[src/logic/regf_settings.svh]
//////////////////////////////////////////////////
// I3C master register file settings
// Widths, array depth, fixed register locations
// and the reset value of every defaulted byte
//////////////////////////////////////////////////
`ifndef REGF_SETTINGS_SVH
`define REGF_SETTINGS_SVH

// Geometry
`define REGF_DATA_W          8        // One register byte
`define REGF_DEPTH           512      // Bytes in the array
`define REGF_ADDR_W          9        // Array address width
`define REGF_PADDR_W         12       // APB address width
`define REGF_DESC_BYTES      8        // Command descriptor size
`define REGF_HJ_BIT          3        // ENHJ / DISHJ position in the event bytes

// Fixed register locations
`define REGF_ADDR_TGT        0        // Target address, bit 0 is RnW
`define REGF_ADDR_NUM_FRAMES 1
`define REGF_ADDR_TX_DATA    2        // First of three default data bytes
`define REGF_ADDR_BCAST_WR   46       // 7'h7E + W
`define REGF_ADDR_BCAST_RD   47       // 7'h7E + R
`define REGF_ADDR_ARB        48       // Arbitration address
`define REGF_ADDR_ENTDAA     49
`define REGF_ADDR_IBI_CFG    101
`define REGF_ADDR_PAYLOAD    102      // IBI payload max size
`define REGF_ADDR_DISEC_DIR  103      // DISEC direct CCC
`define REGF_ADDR_DISEC_BC   104      // DISEC broadcast CCC
`define REGF_ADDR_EVT_DIS    392      // Disable target events byte
`define REGF_ADDR_ENEC_CCC   401
`define REGF_ADDR_ENEC_BYTE  402
`define REGF_ADDR_DISEC_CCC  403
`define REGF_ADDR_DISEC_BYTE 404
`define REGF_ADDR_HJ_CFG     405
`define REGF_ADDR_CRCAP1     409
`define REGF_ADDR_DUMMY_DESC 450      // Fixed dummy command descriptor

// Reset values
`define REGF_RST_TGT         8'hA8
`define REGF_RST_NUM_FRAMES  8'h02
`define REGF_RST_TX_DATA0    8'h01
`define REGF_RST_TX_DATA1    8'h02
`define REGF_RST_TX_DATA2    8'h06
`define REGF_RST_BCAST_WR    8'hFC
`define REGF_RST_BCAST_RD    8'hFD
`define REGF_RST_ARB         8'h53
`define REGF_RST_ENTDAA      8'h07
`define REGF_RST_IBI_CFG     8'h01    // ACK with MDB only
`define REGF_RST_PAYLOAD     8'h03
`define REGF_RST_DISEC_DIR   8'h81
`define REGF_RST_DISEC_BC    8'h01
`define REGF_RST_EVT_DIS     8'h0B
`define REGF_RST_ENEC_CCC    8'h00
`define REGF_RST_ENEC_BYTE   8'h0B    // ENINT, ENCR, ENHJ
`define REGF_RST_DISEC_CCC   8'h01
`define REGF_RST_DISEC_BYTE  8'h00
`define REGF_RST_HJ_CFG      8'h07
`define REGF_RST_CRCAP1      8'h00
`define REGF_RST_DUMMY_DESC  64'h0000_0000_1800_8F81  // Byte 0 in the low bits

`endif

[src/logic/regf_bus_pkg.sv]
//////////////////////////////////////////////////
// Register file host-side types
// APB request and response, and the single byte
// access passed from the completer to storage
//////////////////////////////////////////////////
`default_nettype none

`include "regf_settings.svh"

package regf_bus_pkg;

  // APB request from the host
  typedef struct packed
  {
    logic                     psel;
    logic                     penable;
    logic                     pwrite;
    logic [`REGF_PADDR_W-1:0] paddr;
    logic [`REGF_DATA_W-1:0]  pwdata;
  } apb_req_t;

  // APB response to the host
  typedef struct packed
  {
    logic                     pready;
    logic                     pslverr;
    logic [`REGF_DATA_W-1:0]  prdata;
  } apb_rsp_t;

  // One byte access, rd and wr are single-cycle pulses
  typedef struct packed
  {
    logic                     rd;
    logic                     wr;
    logic [`REGF_ADDR_W-1:0]  addr;
    logic [`REGF_DATA_W-1:0]  wdata;
  } regf_acc_t;

endpackage

`default_nettype wire

[src/logic/regf_apb_slave.sv]
//////////////////////////////////////////////////
// APB completer for the register file
// One fixed wait state per transfer, issues a
// single byte access and returns the response
//////////////////////////////////////////////////
`timescale 1ns/1ps
`default_nettype none

`include "regf_settings.svh"

module regf_apb_slave
(
  input  wire                           i_regf_clk,
  input  wire                           i_regf_rst_n,
  input  wire regf_bus_pkg::apb_req_t   i_apb,
  output regf_bus_pkg::apb_rsp_t        o_apb,
  output regf_bus_pkg::regf_acc_t       o_acc,
  input  wire [`REGF_DATA_W-1:0]        i_rd_data     // Registered byte from storage
);

  logic access_q;   // Wait-state flag, high in the second access cycle
  logic err_q;      // Out-of-range transfer
  logic rd_q;       // A read was issued to storage
  logic start;      // First access cycle
  logic in_range;

  assign in_range = (i_apb.paddr < `REGF_PADDR_W'(`REGF_DEPTH));
  assign start    = i_apb.psel & i_apb.penable & ~access_q;

  // Access pulse, suppressed for an address outside the array
  always_comb
  begin
    o_acc.rd    = start & in_range & ~i_apb.pwrite;
    o_acc.wr    = start & in_range & i_apb.pwrite;
    o_acc.addr  = i_apb.paddr[`REGF_ADDR_W-1:0];
    o_acc.wdata = i_apb.pwdata;
  end

  //////////////////////////////////////////////////
  // Response registers
  //////////////////////////////////////////////////
  always_ff @(posedge i_regf_clk or negedge i_regf_rst_n)
  begin
    if (!i_regf_rst_n)
    begin
      access_q <= 1'b0;
      err_q    <= 1'b0;
      rd_q     <= 1'b0;
    end
    else
    begin
      access_q <= start;              // Clears itself once pready is seen
      err_q    <= start & ~in_range;
      rd_q     <= o_acc.rd;
    end
  end

  // Read data only shows for a completed in-range read
  always_comb
  begin
    o_apb.pready  = access_q;
    o_apb.pslverr = err_q;
    o_apb.prdata  = rd_q ? i_rd_data : '0;
  end

endmodule

`default_nettype wire

[config.mk]
export PLATFORM = sky130hd
export DESIGN_NAME = regf_apb_slave
export DESIGN_NICKNAME = d
export VERILOG_FILES = /design/src/logic/regf_bus_pkg.sv /design/src/logic/regf_apb_slave.sv
export VERILOG_INCLUDE_DIRS = /design/src /design/src/logic
export SDC_FILE = /design/constraint.sdc
export NUM_CORES = 1
export LEC_CHECK = 0
export ABC_AREA = 0
export BUFFER_PORTS_ARGS = -buffer_cell sky130_fd_sc_hd__buf_4
export CORE_AREA = 2 2 39 41
export CTS_CLUSTER_SIZE = 20
export DETAILED_ROUTE_END_ITERATION = 6
export DIE_AREA = 0 0 41 43
export PLACE_DENSITY_LB_ADDON = 0.1
export SLEW_MARGIN = 10
export SYNTH_ARGS = -nofsm -noshare
export SYNTH_HDL_FRONTEND = slang
export SYNTH_SLANG_ARGS = --single-unit
[constraint.sdc]
create_clock -name i_regf_clk -period 1.9 [get_ports i_regf_clk]
set_clock_uncertainty 0.15 [all_clocks]
set_input_delay 0.38 -clock i_regf_clk [delete_from_list [all_inputs] [get_ports i_regf_clk]]
set_output_delay 0.38 -clock i_regf_clk [all_outputs]
set_load 0.01 [all_outputs]
# Word level (Yosys, flattened, before mapping)

Cells that the tools add are included.
W data, S select, Z words.

Word-level logic and storage cells: 14
Output and inout bits: 29
Input bits: 33
Flip-flop bits (word level): 3

Magnitude comparators: 1
Bitwise logic cells: 9
Mux-type cells: 1

Operator list:

| operator               | count |
|---|---|
| $lt A12 B10 Y1 const B | 1 |
| $mux W8                | 1 |
| $and A1 B1 Y1          | 6 |
| $not A1 Y1             | 3 |

# Depth between registers and ports, before layout

Depth after elaboration: 4
Gate-level depth with buffers: 3
Depth with buffers taken out: 3

# Worst setup path before layout

OpenSTA, ideal clock, no wires.

Path type: input-to-output
From: in i_apb[18] (netlist name)
To: out o_acc[18] (netlist name)
Data arrival time: 0.834 ns
Cell stages on the path: 2
Buffers on the path: 0
Data required time: 1.370 ns
Setup slack: 0.536 ns
Cells stage by stage: nor3_2 nor3b_2

RTL lines:

| what               | RTL line             | text |
|---|---|---|
| start: declaration | regf_apb_slave.sv:15 | `input wire regf_bus_pkg::apb_req_t i_apb,` |
| end: declaration   | regf_apb_slave.sv:17 | `output regf_bus_pkg::regf_acc_t o_acc,` |

==> summary.md <==
| Metric | Value |
|---|---|
| Critical path origin | `access_q$_DFF_PN0_` |
| Worst-case clock buffer depth | `2` |
| Via count | `275` |
| Synth cell count leaders | `19 x buf_4, 8 x and2_1, 3 x dfrtp_1` |
| Cell taking the most area after synthesis | `buf_4` |
| Post-detail-place hpwl | `677 um` |
| Yosys reg bits | `3` |
| Worst slew margin | `0.879` |
| Setup crit end kind | `output port` |
| Maximum clock rate | `0.609 GHz` |
| LEAKAGE | `0.255 nW` |
| Net count, final | `83` |
| Area grow syn2layout | `35.9%` |
| Global route overflow | `0` |
| TNS Setup | `0 ns` |
| Full die area | `1760 um^2` |
| Gpl congestion | `0.638` |
| # DRC | `0` |
| Max Slew Vio Count | `0` |
| Reg-to-reg endpoint | `rd_q$_DFF_PN0_` |
| Synth Instances | `36` |
| GRT Resource Usage Total | `0.0905` |
| Setup CP Type | `register to output port` |
| CTS buffer count | `3` |
| Slowest-stage cell, CP | `dfrtp_1` |
| Worst VDD drop | `0.187 mV` |
| Number of global-route vias before repair | `284` |
| Dominant synthesized flop cell | `dfrtp_1` |
| Iteration-0 DRC count of the detailed router | `0` |
| Hold Slack | `0.171 ns` |
| Starting Density | `0.234` |
| Top Ports | `62` |
| R2R depth | `2` |
| Top delay family on crit path | `flip-flops` |
| CTS sink cnt | `3` |
| Final hold violations | `0` |
| Period utilisation layout | `0.864` |
| Minimum clock period | `1.64 ns` |
| CP endpoint | `o_acc[18]` |
| 1st-pass router iterations | `1` |
| WP buf/inv | `1` |
| Sequential area share after synthesis | `0.232` |
| Crit path required time | `1.37 ns` |
| Max_cap viols | `0` |
| CORE AREA | `1380 um^2` |
| Crit path launch type | `register` |
| Levels on crit path | `3` |
| Reg-to-reg startpoint | `access_q$_DFF_PN0_` |
| Antenna viol nets, final | `0` |
| Max FO, Critical Path | `3` |
| Top cells by area, synth | `buf_4 44%, dfrtp_1 23%, and2_1 15%` |
| Post-synth EDFFs | `0` |
| CP max stage delay | `0.37 ns` |
| Crit path DAT | `1.11 ns` |
| Avg Inst Size Synth | `9.00 um^2` |
| Hold buffers post-CTS | `1` |
| Ratio of cells with drive above 1 in the final layout | `0.673` |
| # setup viols final | `0` |
| Mapped cell area | `324 um^2` |
| Most common cell in the synthesized netlist | `buf_4` |
| Layout Cells excl Fill | `65` |
| CTS root buf | `clkbuf_4` |
| Crit-path cells | `nand3b_4 > nor3b_2 > buf_4` |
| Die Y | `43 um` |
| Synth cell types | `9` |
| Clock-pin slew on the worst setup and hold paths | `0.04 ns` |
| WL final | `794 um` |
| # diodes | `0` |
| CTS tree | `yes` |
| Post-CTS resize count | `0` |
| Slew @ Worst Pin | `0.180 ns` |
| Clock Latency Late Sink | `0.23 ns` |
| Unrepaired setup endpoints after global routing | `no` |
| Vias/cell | `4.23` |
| Dpl cells | `60` |
| Post-CTS Setup Bufs | `0` |
| Synth warn | `0` |
| Yosys top cell area share | `0.440` |
| H-tree Lvls | `1` |
| Avg WL per Cell | `12.2 um` |
| Rows | `14` |
| Die X | `41 um` |
| Asr flop ratio synth | `1.00` |
| Status | `complete, no violations` |
| R2r setup slk | `0.93 ns` |
| Buffers on Ports | `27` |
| First-pass GRT wire length | `1060 um` |
| Syn nets | `69` |
| Power per standard cell area | `502 nW/um^2` |
| Hold WC Path Type | `primary input to register` |
| Largest net degree at the start of global routing | `9` |
| Initial antenna violation count | `0` |
## state kept, by name, indices dropped and copies added (netlist names)
name,flops
access_q,1
err_q,1
rd_q,1
## layout make-up
class	count	area [um^2]
Clock buffer	4	26.3
Fill cell	156	943
Inverter	1	3.75
Multi-Input combinational cell	13	103
Sequential cell	3	75.1
Tap cell	16	20.0
Timing Repair Buffer	28	213
## layer usage
| layer | vias up | wire [um] | global-route usage |
|---|---|---|---|
| li1 | 120 | - | - |
| met1 | 112 | 170 | 0.0419 |
| met2 | 43 | 396 | 0.156 |
| met3 | 0 | 228 | 0.0785 |
| met4 | 0 | 0 | 0.0800 |
| met5 | - | 0 | 0 |
## layout by cell type, fill, tap and decap left out, drive strengths merged
| master | netlist | final |
|---|---|---|
| nor3 | 1 | 1 |
| buf | 19 | 27 |
| and2 | 8 | 8 |
| inv | 1 | 1 |
| and3 | 1 | 1 |
| clkbuf | 0 | 4 |
| dfrtp | 3 | 3 |
| nor2 | 1 | 1 |
| dlygate4sd3 | 0 | 1 |
| nand3b | 1 | 1 |
| nor3b | 1 | 1 |
## worst min path at each step
stage,from,end,cells past startpoint
6_report,i_apb[20],rd_q$_DFF_PN0_,2
5_1_grt,i_apb[20],rd_q$_DFF_PN0_,2
4_1_cts,i_apb[20],rd_q$_DFF_PN0_,2
3_5_place_dp,i_regf_rst_n,access_q$_DFF_PN0_,1
3_3_place_gp,i_regf_rst_n,access_q$_DFF_PN0_,1
2_1_floorplan,i_regf_rst_n,access_q$_DFF_PN0_,0
## worst reg2reg max path, stage by stage (launching register included)
cell,delay [ns]
dfrtp_1,0.37
nand3b_4,0.17
nor3b_2,0.20
## power by group
part | switching [mW] | internal, mW | total [mW] | leakage [nW]
Combinational | 0.0128 | 0.0290 | 0.0418 | 0.200
Sequential | 0.00112 | 0.0668 | 0.0679 | 0.0402
Clock | 0.0326 | 0.0787 | 0.111 | 0.0150
## through the flow
step | cell area, um^2 | total power, mW | setup WS [ns] | util
after detailed placement | 404 | 0.110 | 0.306 | 0.292
after CTS | 440 | 0.228 | 0.244 | 0.318
after floorplan | 324 | 0.117 | 0.536 | -
after global placement | 404 | 0.109 | 0.333 | 0.292
final | 440 | 0.221 | 0.259 | 0.318
after global routing | 440 | 0.240 | 0.170 | 0.318
## cells by family after synthesis
| family | count (synthesis) | synth area share |
|---|---|---|
| AND/OR/NAND/NOR | 13 | 0.317 |
| flip-flops | 3 | 0.232 |
| buffers and inverters | 20 | 0.452 |
(Power assumes the default switching activity.)
