`src/logic/regf_settings.svh`:
```
//////////////////////////////////////////////////
// I3C master register file settings
// Widths, array depth, fixed register locations
// and the reset value of every defaulted byte
//////////////////////////////////////////////////
`ifndef REGF_SETTINGS_SVH
`define REGF_SETTINGS_SVH

// Geometry
`define REGF_DATA_W          8        // One register byte
`define REGF_DEPTH           512      // Bytes in the array
`define REGF_ADDR_W          9        // Array address width
`define REGF_PADDR_W         12       // APB address width
`define REGF_DESC_BYTES      8        // Command descriptor size
`define REGF_HJ_BIT          3        // ENHJ / DISHJ position in the event bytes

// Fixed register locations
`define REGF_ADDR_TGT        0        // Target address, bit 0 is RnW
`define REGF_ADDR_NUM_FRAMES 1
`define REGF_ADDR_TX_DATA    2        // First of three default data bytes
`define REGF_ADDR_BCAST_WR   46       // 7'h7E + W
`define REGF_ADDR_BCAST_RD   47       // 7'h7E + R
`define REGF_ADDR_ARB        48       // Arbitration address
`define REGF_ADDR_ENTDAA     49
`define REGF_ADDR_IBI_CFG    101
`define REGF_ADDR_PAYLOAD    102      // IBI payload max size
`define REGF_ADDR_DISEC_DIR  103      // DISEC direct CCC
`define REGF_ADDR_DISEC_BC   104      // DISEC broadcast CCC
`define REGF_ADDR_EVT_DIS    392      // Disable target events byte
`define REGF_ADDR_ENEC_CCC   401
`define REGF_ADDR_ENEC_BYTE  402
`define REGF_ADDR_DISEC_CCC  403
`define REGF_ADDR_DISEC_BYTE 404
`define REGF_ADDR_HJ_CFG     405
`define REGF_ADDR_CRCAP1     409
`define REGF_ADDR_DUMMY_DESC 450      // Fixed dummy command descriptor

// Reset values
`define REGF_RST_TGT         8'hA8
`define REGF_RST_NUM_FRAMES  8'h02
`define REGF_RST_TX_DATA0    8'h01
`define REGF_RST_TX_DATA1    8'h02
`define REGF_RST_TX_DATA2    8'h06
`define REGF_RST_BCAST_WR    8'hFC
`define REGF_RST_BCAST_RD    8'hFD
`define REGF_RST_ARB         8'h53
`define REGF_RST_ENTDAA      8'h07
`define REGF_RST_IBI_CFG     8'h01    // ACK with MDB only
`define REGF_RST_PAYLOAD     8'h03
`define REGF_RST_DISEC_DIR   8'h81
`define REGF_RST_DISEC_BC    8'h01
`define REGF_RST_EVT_DIS     8'h0B
`define REGF_RST_ENEC_CCC    8'h00
`define REGF_RST_ENEC_BYTE   8'h0B    // ENINT, ENCR, ENHJ
`define REGF_RST_DISEC_CCC   8'h01
`define REGF_RST_DISEC_BYTE  8'h00
`define REGF_RST_HJ_CFG      8'h07
`define REGF_RST_CRCAP1      8'h00
`define REGF_RST_DUMMY_DESC  64'h0000_0000_1800_8F81  // Byte 0 in the low bits

`endif

```
`src/logic/regf_desc_pkg.sv`:
```
//////////////////////////////////////////////////
// Command descriptor and configuration types
// Two views of descriptor word 0, the decoded
// command and the controller config bundle
//////////////////////////////////////////////////
`default_nettype none

`include "regf_settings.svh"

package regf_desc_pkg;

  // Immediate form of word 0, attr[0] set
  typedef struct packed
  {
    logic       toc;        // Terminate on completion
    logic       wroc;       // Response on completion
    logic       rnw;
    logic [2:0] mode;
    logic [2:0] dtt;        // Data byte count of the immediate transfer
    logic [1:0] rsvd;
    logic [4:0] dev_index;
    logic       cp;         // CCC present
    logic [7:0] ccc;
    logic [3:0] tid;
    logic [2:0] attr;
  } desc_imm_t;

  // Regular form of word 0, attr[0] clear
  typedef struct packed
  {
    logic       toc;
    logic       wroc;
    logic       rnw;
    logic [2:0] mode;
    logic       dbp;        // Defining byte present
    logic       sre;        // Short read error
    logic [2:0] rsvd;
    logic [4:0] dev_index;
    logic       cp;
    logic [7:0] ccc;
    logic [3:0] tid;
    logic [2:0] attr;
  } desc_reg_t;

  typedef union packed
  {
    desc_imm_t imm;
    desc_reg_t regular;
  } desc_word0_u;

  // Decoded command, registered by the decoder
  typedef struct packed
  {
    logic [15:0] data_len;
    logic [2:0]  attr;
    logic [3:0]  tid;
    logic [7:0]  ccc;
    logic [4:0]  dev_index;
    logic [2:0]  dtt;
    logic [2:0]  mode;
    logic        rnw;
    logic        wroc;
    logic        toc;
    logic        cp;
    logic        dbp;
    logic        sre;
  } regf_cmd_t;

  // Configuration bundle for the rest of the controller
  typedef struct packed
  {
    logic [`REGF_DATA_W-1:0] num_frames;
    logic                    rx_tx;         // Target address bit 0
    logic [`REGF_DATA_W-1:0] ibi_cfg;
    logic [`REGF_DATA_W-1:0] payload_size;
    logic [`REGF_DATA_W-1:0] ibi_tgt_addr;  // Arbitration address
    logic [2:0]              hj_cfg;
    logic                    hj_support;
  } regf_cfg_t;

endpackage

`default_nettype wire

```
`src/logic/regf_cmd_decoder.sv`:
```
//////////////////////////////////////////////////
// Command descriptor decoder
// Builds the two descriptor words from the window
// and registers the immediate or regular fields
//////////////////////////////////////////////////
`timescale 1ns/1ps
`default_nettype none

`include "regf_settings.svh"

module regf_cmd_decoder
(
  input  wire                                          i_regf_clk,
  input  wire                                          i_regf_rst_n,
  input  wire [`REGF_DESC_BYTES-1:0][`REGF_DATA_W-1:0] i_desc_bytes,
  output regf_desc_pkg::regf_cmd_t                     o_cmd
);

  localparam int WORD_BYTES = `REGF_DESC_BYTES / 2;

  regf_desc_pkg::desc_word0_u             word0;
  logic [WORD_BYTES*`REGF_DATA_W-1:0]     word1;
  regf_desc_pkg::regf_cmd_t               cmd_d;

  // Byte 0 lands in the low bits of word 0
  assign word0 = i_desc_bytes[WORD_BYTES-1:0];
  assign word1 = i_desc_bytes[`REGF_DESC_BYTES-1:WORD_BYTES];

  //////////////////////////////////////////////////
  // Field decode
  //////////////////////////////////////////////////
  always_comb
  begin
    cmd_d.data_len  = word1[31:16];       // Frame count for the transfer
    cmd_d.attr      = word0.imm.attr;     // Shared fields sit alike in both views
    cmd_d.tid       = word0.imm.tid;
    cmd_d.ccc       = word0.imm.ccc;
    cmd_d.cp        = word0.imm.cp;
    cmd_d.dev_index = word0.imm.dev_index;
    cmd_d.mode      = word0.imm.mode;
    cmd_d.rnw       = word0.imm.rnw;
    cmd_d.wroc      = word0.imm.wroc;
    cmd_d.toc       = word0.imm.toc;
    if (word0.imm.attr[0])
    begin
      // Immediate
      cmd_d.dtt = word0.imm.dtt;
      cmd_d.dbp = 1'b0;
      cmd_d.sre = 1'b0;
    end
    else
    begin
      // Regular
      cmd_d.dtt = '0;
      cmd_d.dbp = word0.regular.dbp;
      cmd_d.sre = word0.regular.sre;
    end
  end

  always_ff @(posedge i_regf_clk or negedge i_regf_rst_n)
  begin
    if (!i_regf_rst_n)
    begin
      o_cmd <= '0;
    end
    else
    begin
      o_cmd <= cmd_d;   // One cycle after the window moves
    end
  end

endmodule

`default_nettype wire

```
`config.mk`:
```
export PLATFORM = sky130hd
export DESIGN_NAME = regf_cmd_decoder
export DESIGN_NICKNAME = d
export VERILOG_FILES = /design/src/logic/regf_desc_pkg.sv /design/src/logic/regf_cmd_decoder.sv
export VERILOG_INCLUDE_DIRS = /design/src /design/src/logic
export SDC_FILE = /design/constraint.sdc
export NUM_CORES = 1
export LEC_CHECK = 0
export BUFFER_PORTS_ARGS = -buffer_cell sky130_fd_sc_hd__buf_2
export CORE_MARGIN = 4
export CORE_UTILIZATION = 35
export CTS_CLUSTER_SIZE = 12
export DETAILED_ROUTE_END_ITERATION = 10
export GPL_ROUTABILITY_DRIVEN = 1
export PLACE_DENSITY = 0.88
export RECOVER_POWER = 25
export SLEW_MARGIN = 20
export SYNTH_ARGS = -nofsm -noshare
export SYNTH_HDL_FRONTEND = slang
export SYNTH_SLANG_ARGS = --single-unit
```
`constraint.sdc`:
```
create_clock -name i_regf_clk -period 0.8 [get_ports i_regf_clk]
set_clock_uncertainty 0.1 [all_clocks]
set_input_delay 0.04 -clock i_regf_clk [delete_from_list [all_inputs] [get_ports i_regf_clk]]
set_output_delay 0.04 -clock i_regf_clk [all_outputs]
set_load 0.05 [all_outputs]
```
# Word-level counts from Yosys, hierarchy flattened
# Cells that the tools add are included.
# word_totals
ff_bits,48
input_bits,66
output_inout_bits,48
word_cells,15
# op_classes
mux,2
# ops
op,n
$mux 3,1
$mux 2,1

# Logic depth before layout (Yosys ltp)
# logic_depth
ltp_word,1
depth_mapped,1
depth_no_buf,1

# Least setup slack after synthesis
# Ideal clock, no wire load.
# synth_timing
path_kind,flip-flop to output port
startpoint,reg o_cmd[0] (netlist name)
endpoint,out o_cmd[0] (netlist name)
arrival_time_ps,586
required_time_ps,660
setup_slack_ps,74
stages_incl_launch_ff,1
n_path_buf,0
path_cell_list,dfrtp_1
# synth_lines
element,line_no,text
start: declaration,regf_cmd_decoder.sv:16,output regf_desc_pkg::regf_cmd_t o_cmd
start signal: assignment,regf_cmd_decoder.sv:68,o_cmd <= cmd_d;
# No word-level cell between the ends.

# Worst setup path after layout
# layout_timing
startpoint,reg o_cmd[21] (netlist name)
endpoint,out o_cmd[21] (netlist name)
# No word-level cell between the ends.

==> metrics.csv <==
metric,value,unit
status,"finished, violations left",
violations,negative setup slack,
regMostFlops,o_cmd,
die_area,4530,sq um
vias,1027,
p_sw_share,28.1,%
setup_viol,48,
drc_errors,0,
cts_made_buffers,5,
grt.overflow.total,0,
yosysWarnings,0,
tightest_slew,0.406,ns
cts_setup_buffers,0,
largest_reg_flops,48,
max_stage_delay,0.41,ns
syn_nets,119,
cp.arrival,0.91,ns
min_period_over_period,131,%
sequentialPowerShare,54.3,%
multi_input_area,31.3,sq um
rsz0062_at_grt,true,
grt_pass1_wl,5640,um
hpwlAfterDp,2000,um
period_minus_slack,1.05,ns
p_switching,1350,uW
fin_nets,269,
ys_async_sr_fraction,100,%
vdd_drop_max,1.23,mV
yosysTopAreaCellShare,97.5,%
slew_headroom,72.9,%
seq_area,1200,sq um
hold_viol,0,
yosysMostFrequentCell,dfrtp_1,
grtUsageTotal,18.1,%
ioPinCount,114,
syn_to_final_growth,112,%
ys_top_cells_by_count,"dfrtp_1 (48), and2_1 (3), nor2b_1 (2)",
antenna_left,0,
final.setup.tns,-11.15,ns
initial_core_util,36.6,%
critPathKind,reg -> out,
rows,21,
core-area,3360,sq um
synth_top_area_cell,dfrtp_1,
gp_congestion,0.653,
max-cap-violations,0,
wirelength,3800,um
ys_seq_area_share,97.5,%
ys_ff_latch,48,
critPathMaxFanout,1,
critPathLaunchType,flip-flop,
maxSlewViolCount,0,
synth_area_leaders,"dfrtp_1 (97%), and2_1 (1.5%), nor2b_1 (1.0%)",
clockPowerShare,22.8,%
fin_ws,-0.251,ns
cts_tree,done,
postLayoutCellArea,2610,sq um
synth_edf_count,0,
die_h,67.3,um
final-instance-count-excl-fill,251,
wire_per_inst,15.1,um
path_cells,buf_6,
p_leak,0.00129,uW
combPwrFrac,22.9,%
netlist_instances,53,
viasPerCell,4.09,
dp_cells,195,
p_int,3460,uW
slowest_stage,dfrtp_1,
avgSynthCellArea,23.3,sq um
path_delay_family,flip-flops,
grt_max_degree,49,
layout-drive-gt1-share,50.0,%
power_density,1840,nW/um^2
fmax,0.951,GHz
hold_class,in -> async,
end_kind,primary output,
layout_top_registers,o_cmd: 48 flops,
cp.required,0.66,ns
fin_util,77.6,%
clk_pin_slew,0.12,ns
hold_ws,0.145,ns
grt_pass1_vias,1204,
cts_root_buffer,clkbuf_4,
synth_cell_types,3,
fillers,205,
antenna_found_initial,0,
synthFlopType,dfrtp_1,
portBuffers,95,
synth_area,1230,sq um
htreeDepth,2,
drtIter0Drc,47,
drt_pass1_iterations,3,
die_x,67.3,um
place_area,1790,sq um
path_buf_inv,1,
cts_num_sinks,48,
clock_path_buffers,2,
path summary, 6_finish.rpt:
| kind | depth (start not counted) | slack, ns | to | start |
|---|---|---|---|---|
| setup / recovery | 1 | -0.25 | o_cmd[21] | o_cmd[21] |
| hold / removal | 3 | 0.14 | o_cmd[6] | i_regf_rst_n |
| max in group asynchronous | 3 | 0.16 | o_cmd[16] | i_regf_rst_n |
| min in group i_regf_clk | 2 | 0.22 | o_cmd[5] | i_desc_bytes[29] |
per-layer routing:
| layer | up-vias | share of wire [%] | global-route usage, % | wire length, um |
|---|---|---|---|---|
| li1 | 462 | - | - | - |
| met1 | 495 | 27 | 15.1 | 1020 |
| met2 | 60 | 61 | 34.7 | 2310 |
| met3 | 10 | 9.5 | 6.66 | 363 |
| met4 | 0 | 2.8 | 11.9 | 106 |
| met5 | - | 0 | 0 | 0 |
stage by stage:
step	total power [uW]	setup slack, ns
after floorplan	3090	0.0741
after global placement	3380	0.0992
after detailed placement	3390	0.0798
after CTS	4850	-0.269
after global routing	5060	-0.306
final	4810	-0.251
final cells by class:
cell class | count | share of cell area (%)
sequential | 48 | 46.0
antenna | 1 | 0.0959
clock buffer | 8 | 2.25
tap | 46 | 2.21
multi-input combinational | 5 | 1.20
timing repair buffer | 143 | 48.2
power by group through the flow:
stage,clock (uW),sequential (uW),combinational [uW]
2_1_floorplan,0,3080,8.47
4_1_cts,1140,2610,1100
5_1_grt,1280,2620,1160
3_3_place_gp,0,2620,762
6_report,1100,2610,1100
3_5_place_dp,0,2620,771
logic make-up after synthesis:
group	after synthesis	share of synthesized area, %
and+or+nand+nor	5	2.54
DFF	48	97.5
cells in the final DEF, fill, tap and decap left out, drive strengths merged:
cell type / Yosys / final
buf: 0 / 96
dfrtp: 48 / 48
dlygate4sd3: 0 / 47
clkbuf: 0 / 8
and2: 3 / 3
nor2b: 2 / 2
diode: 0 / 1
what timing repair did:
| item | CTS | global route |
|---|---|---|
| hold buffers | 47 | 0 |
| hold endpoints to repair | 96 | 0 |
| gates resized for setup | 96 | 0 |
| endpoints found under the setup margin | 48 | 48 |
No activity file was read; power rests on OpenSTA's default activity.
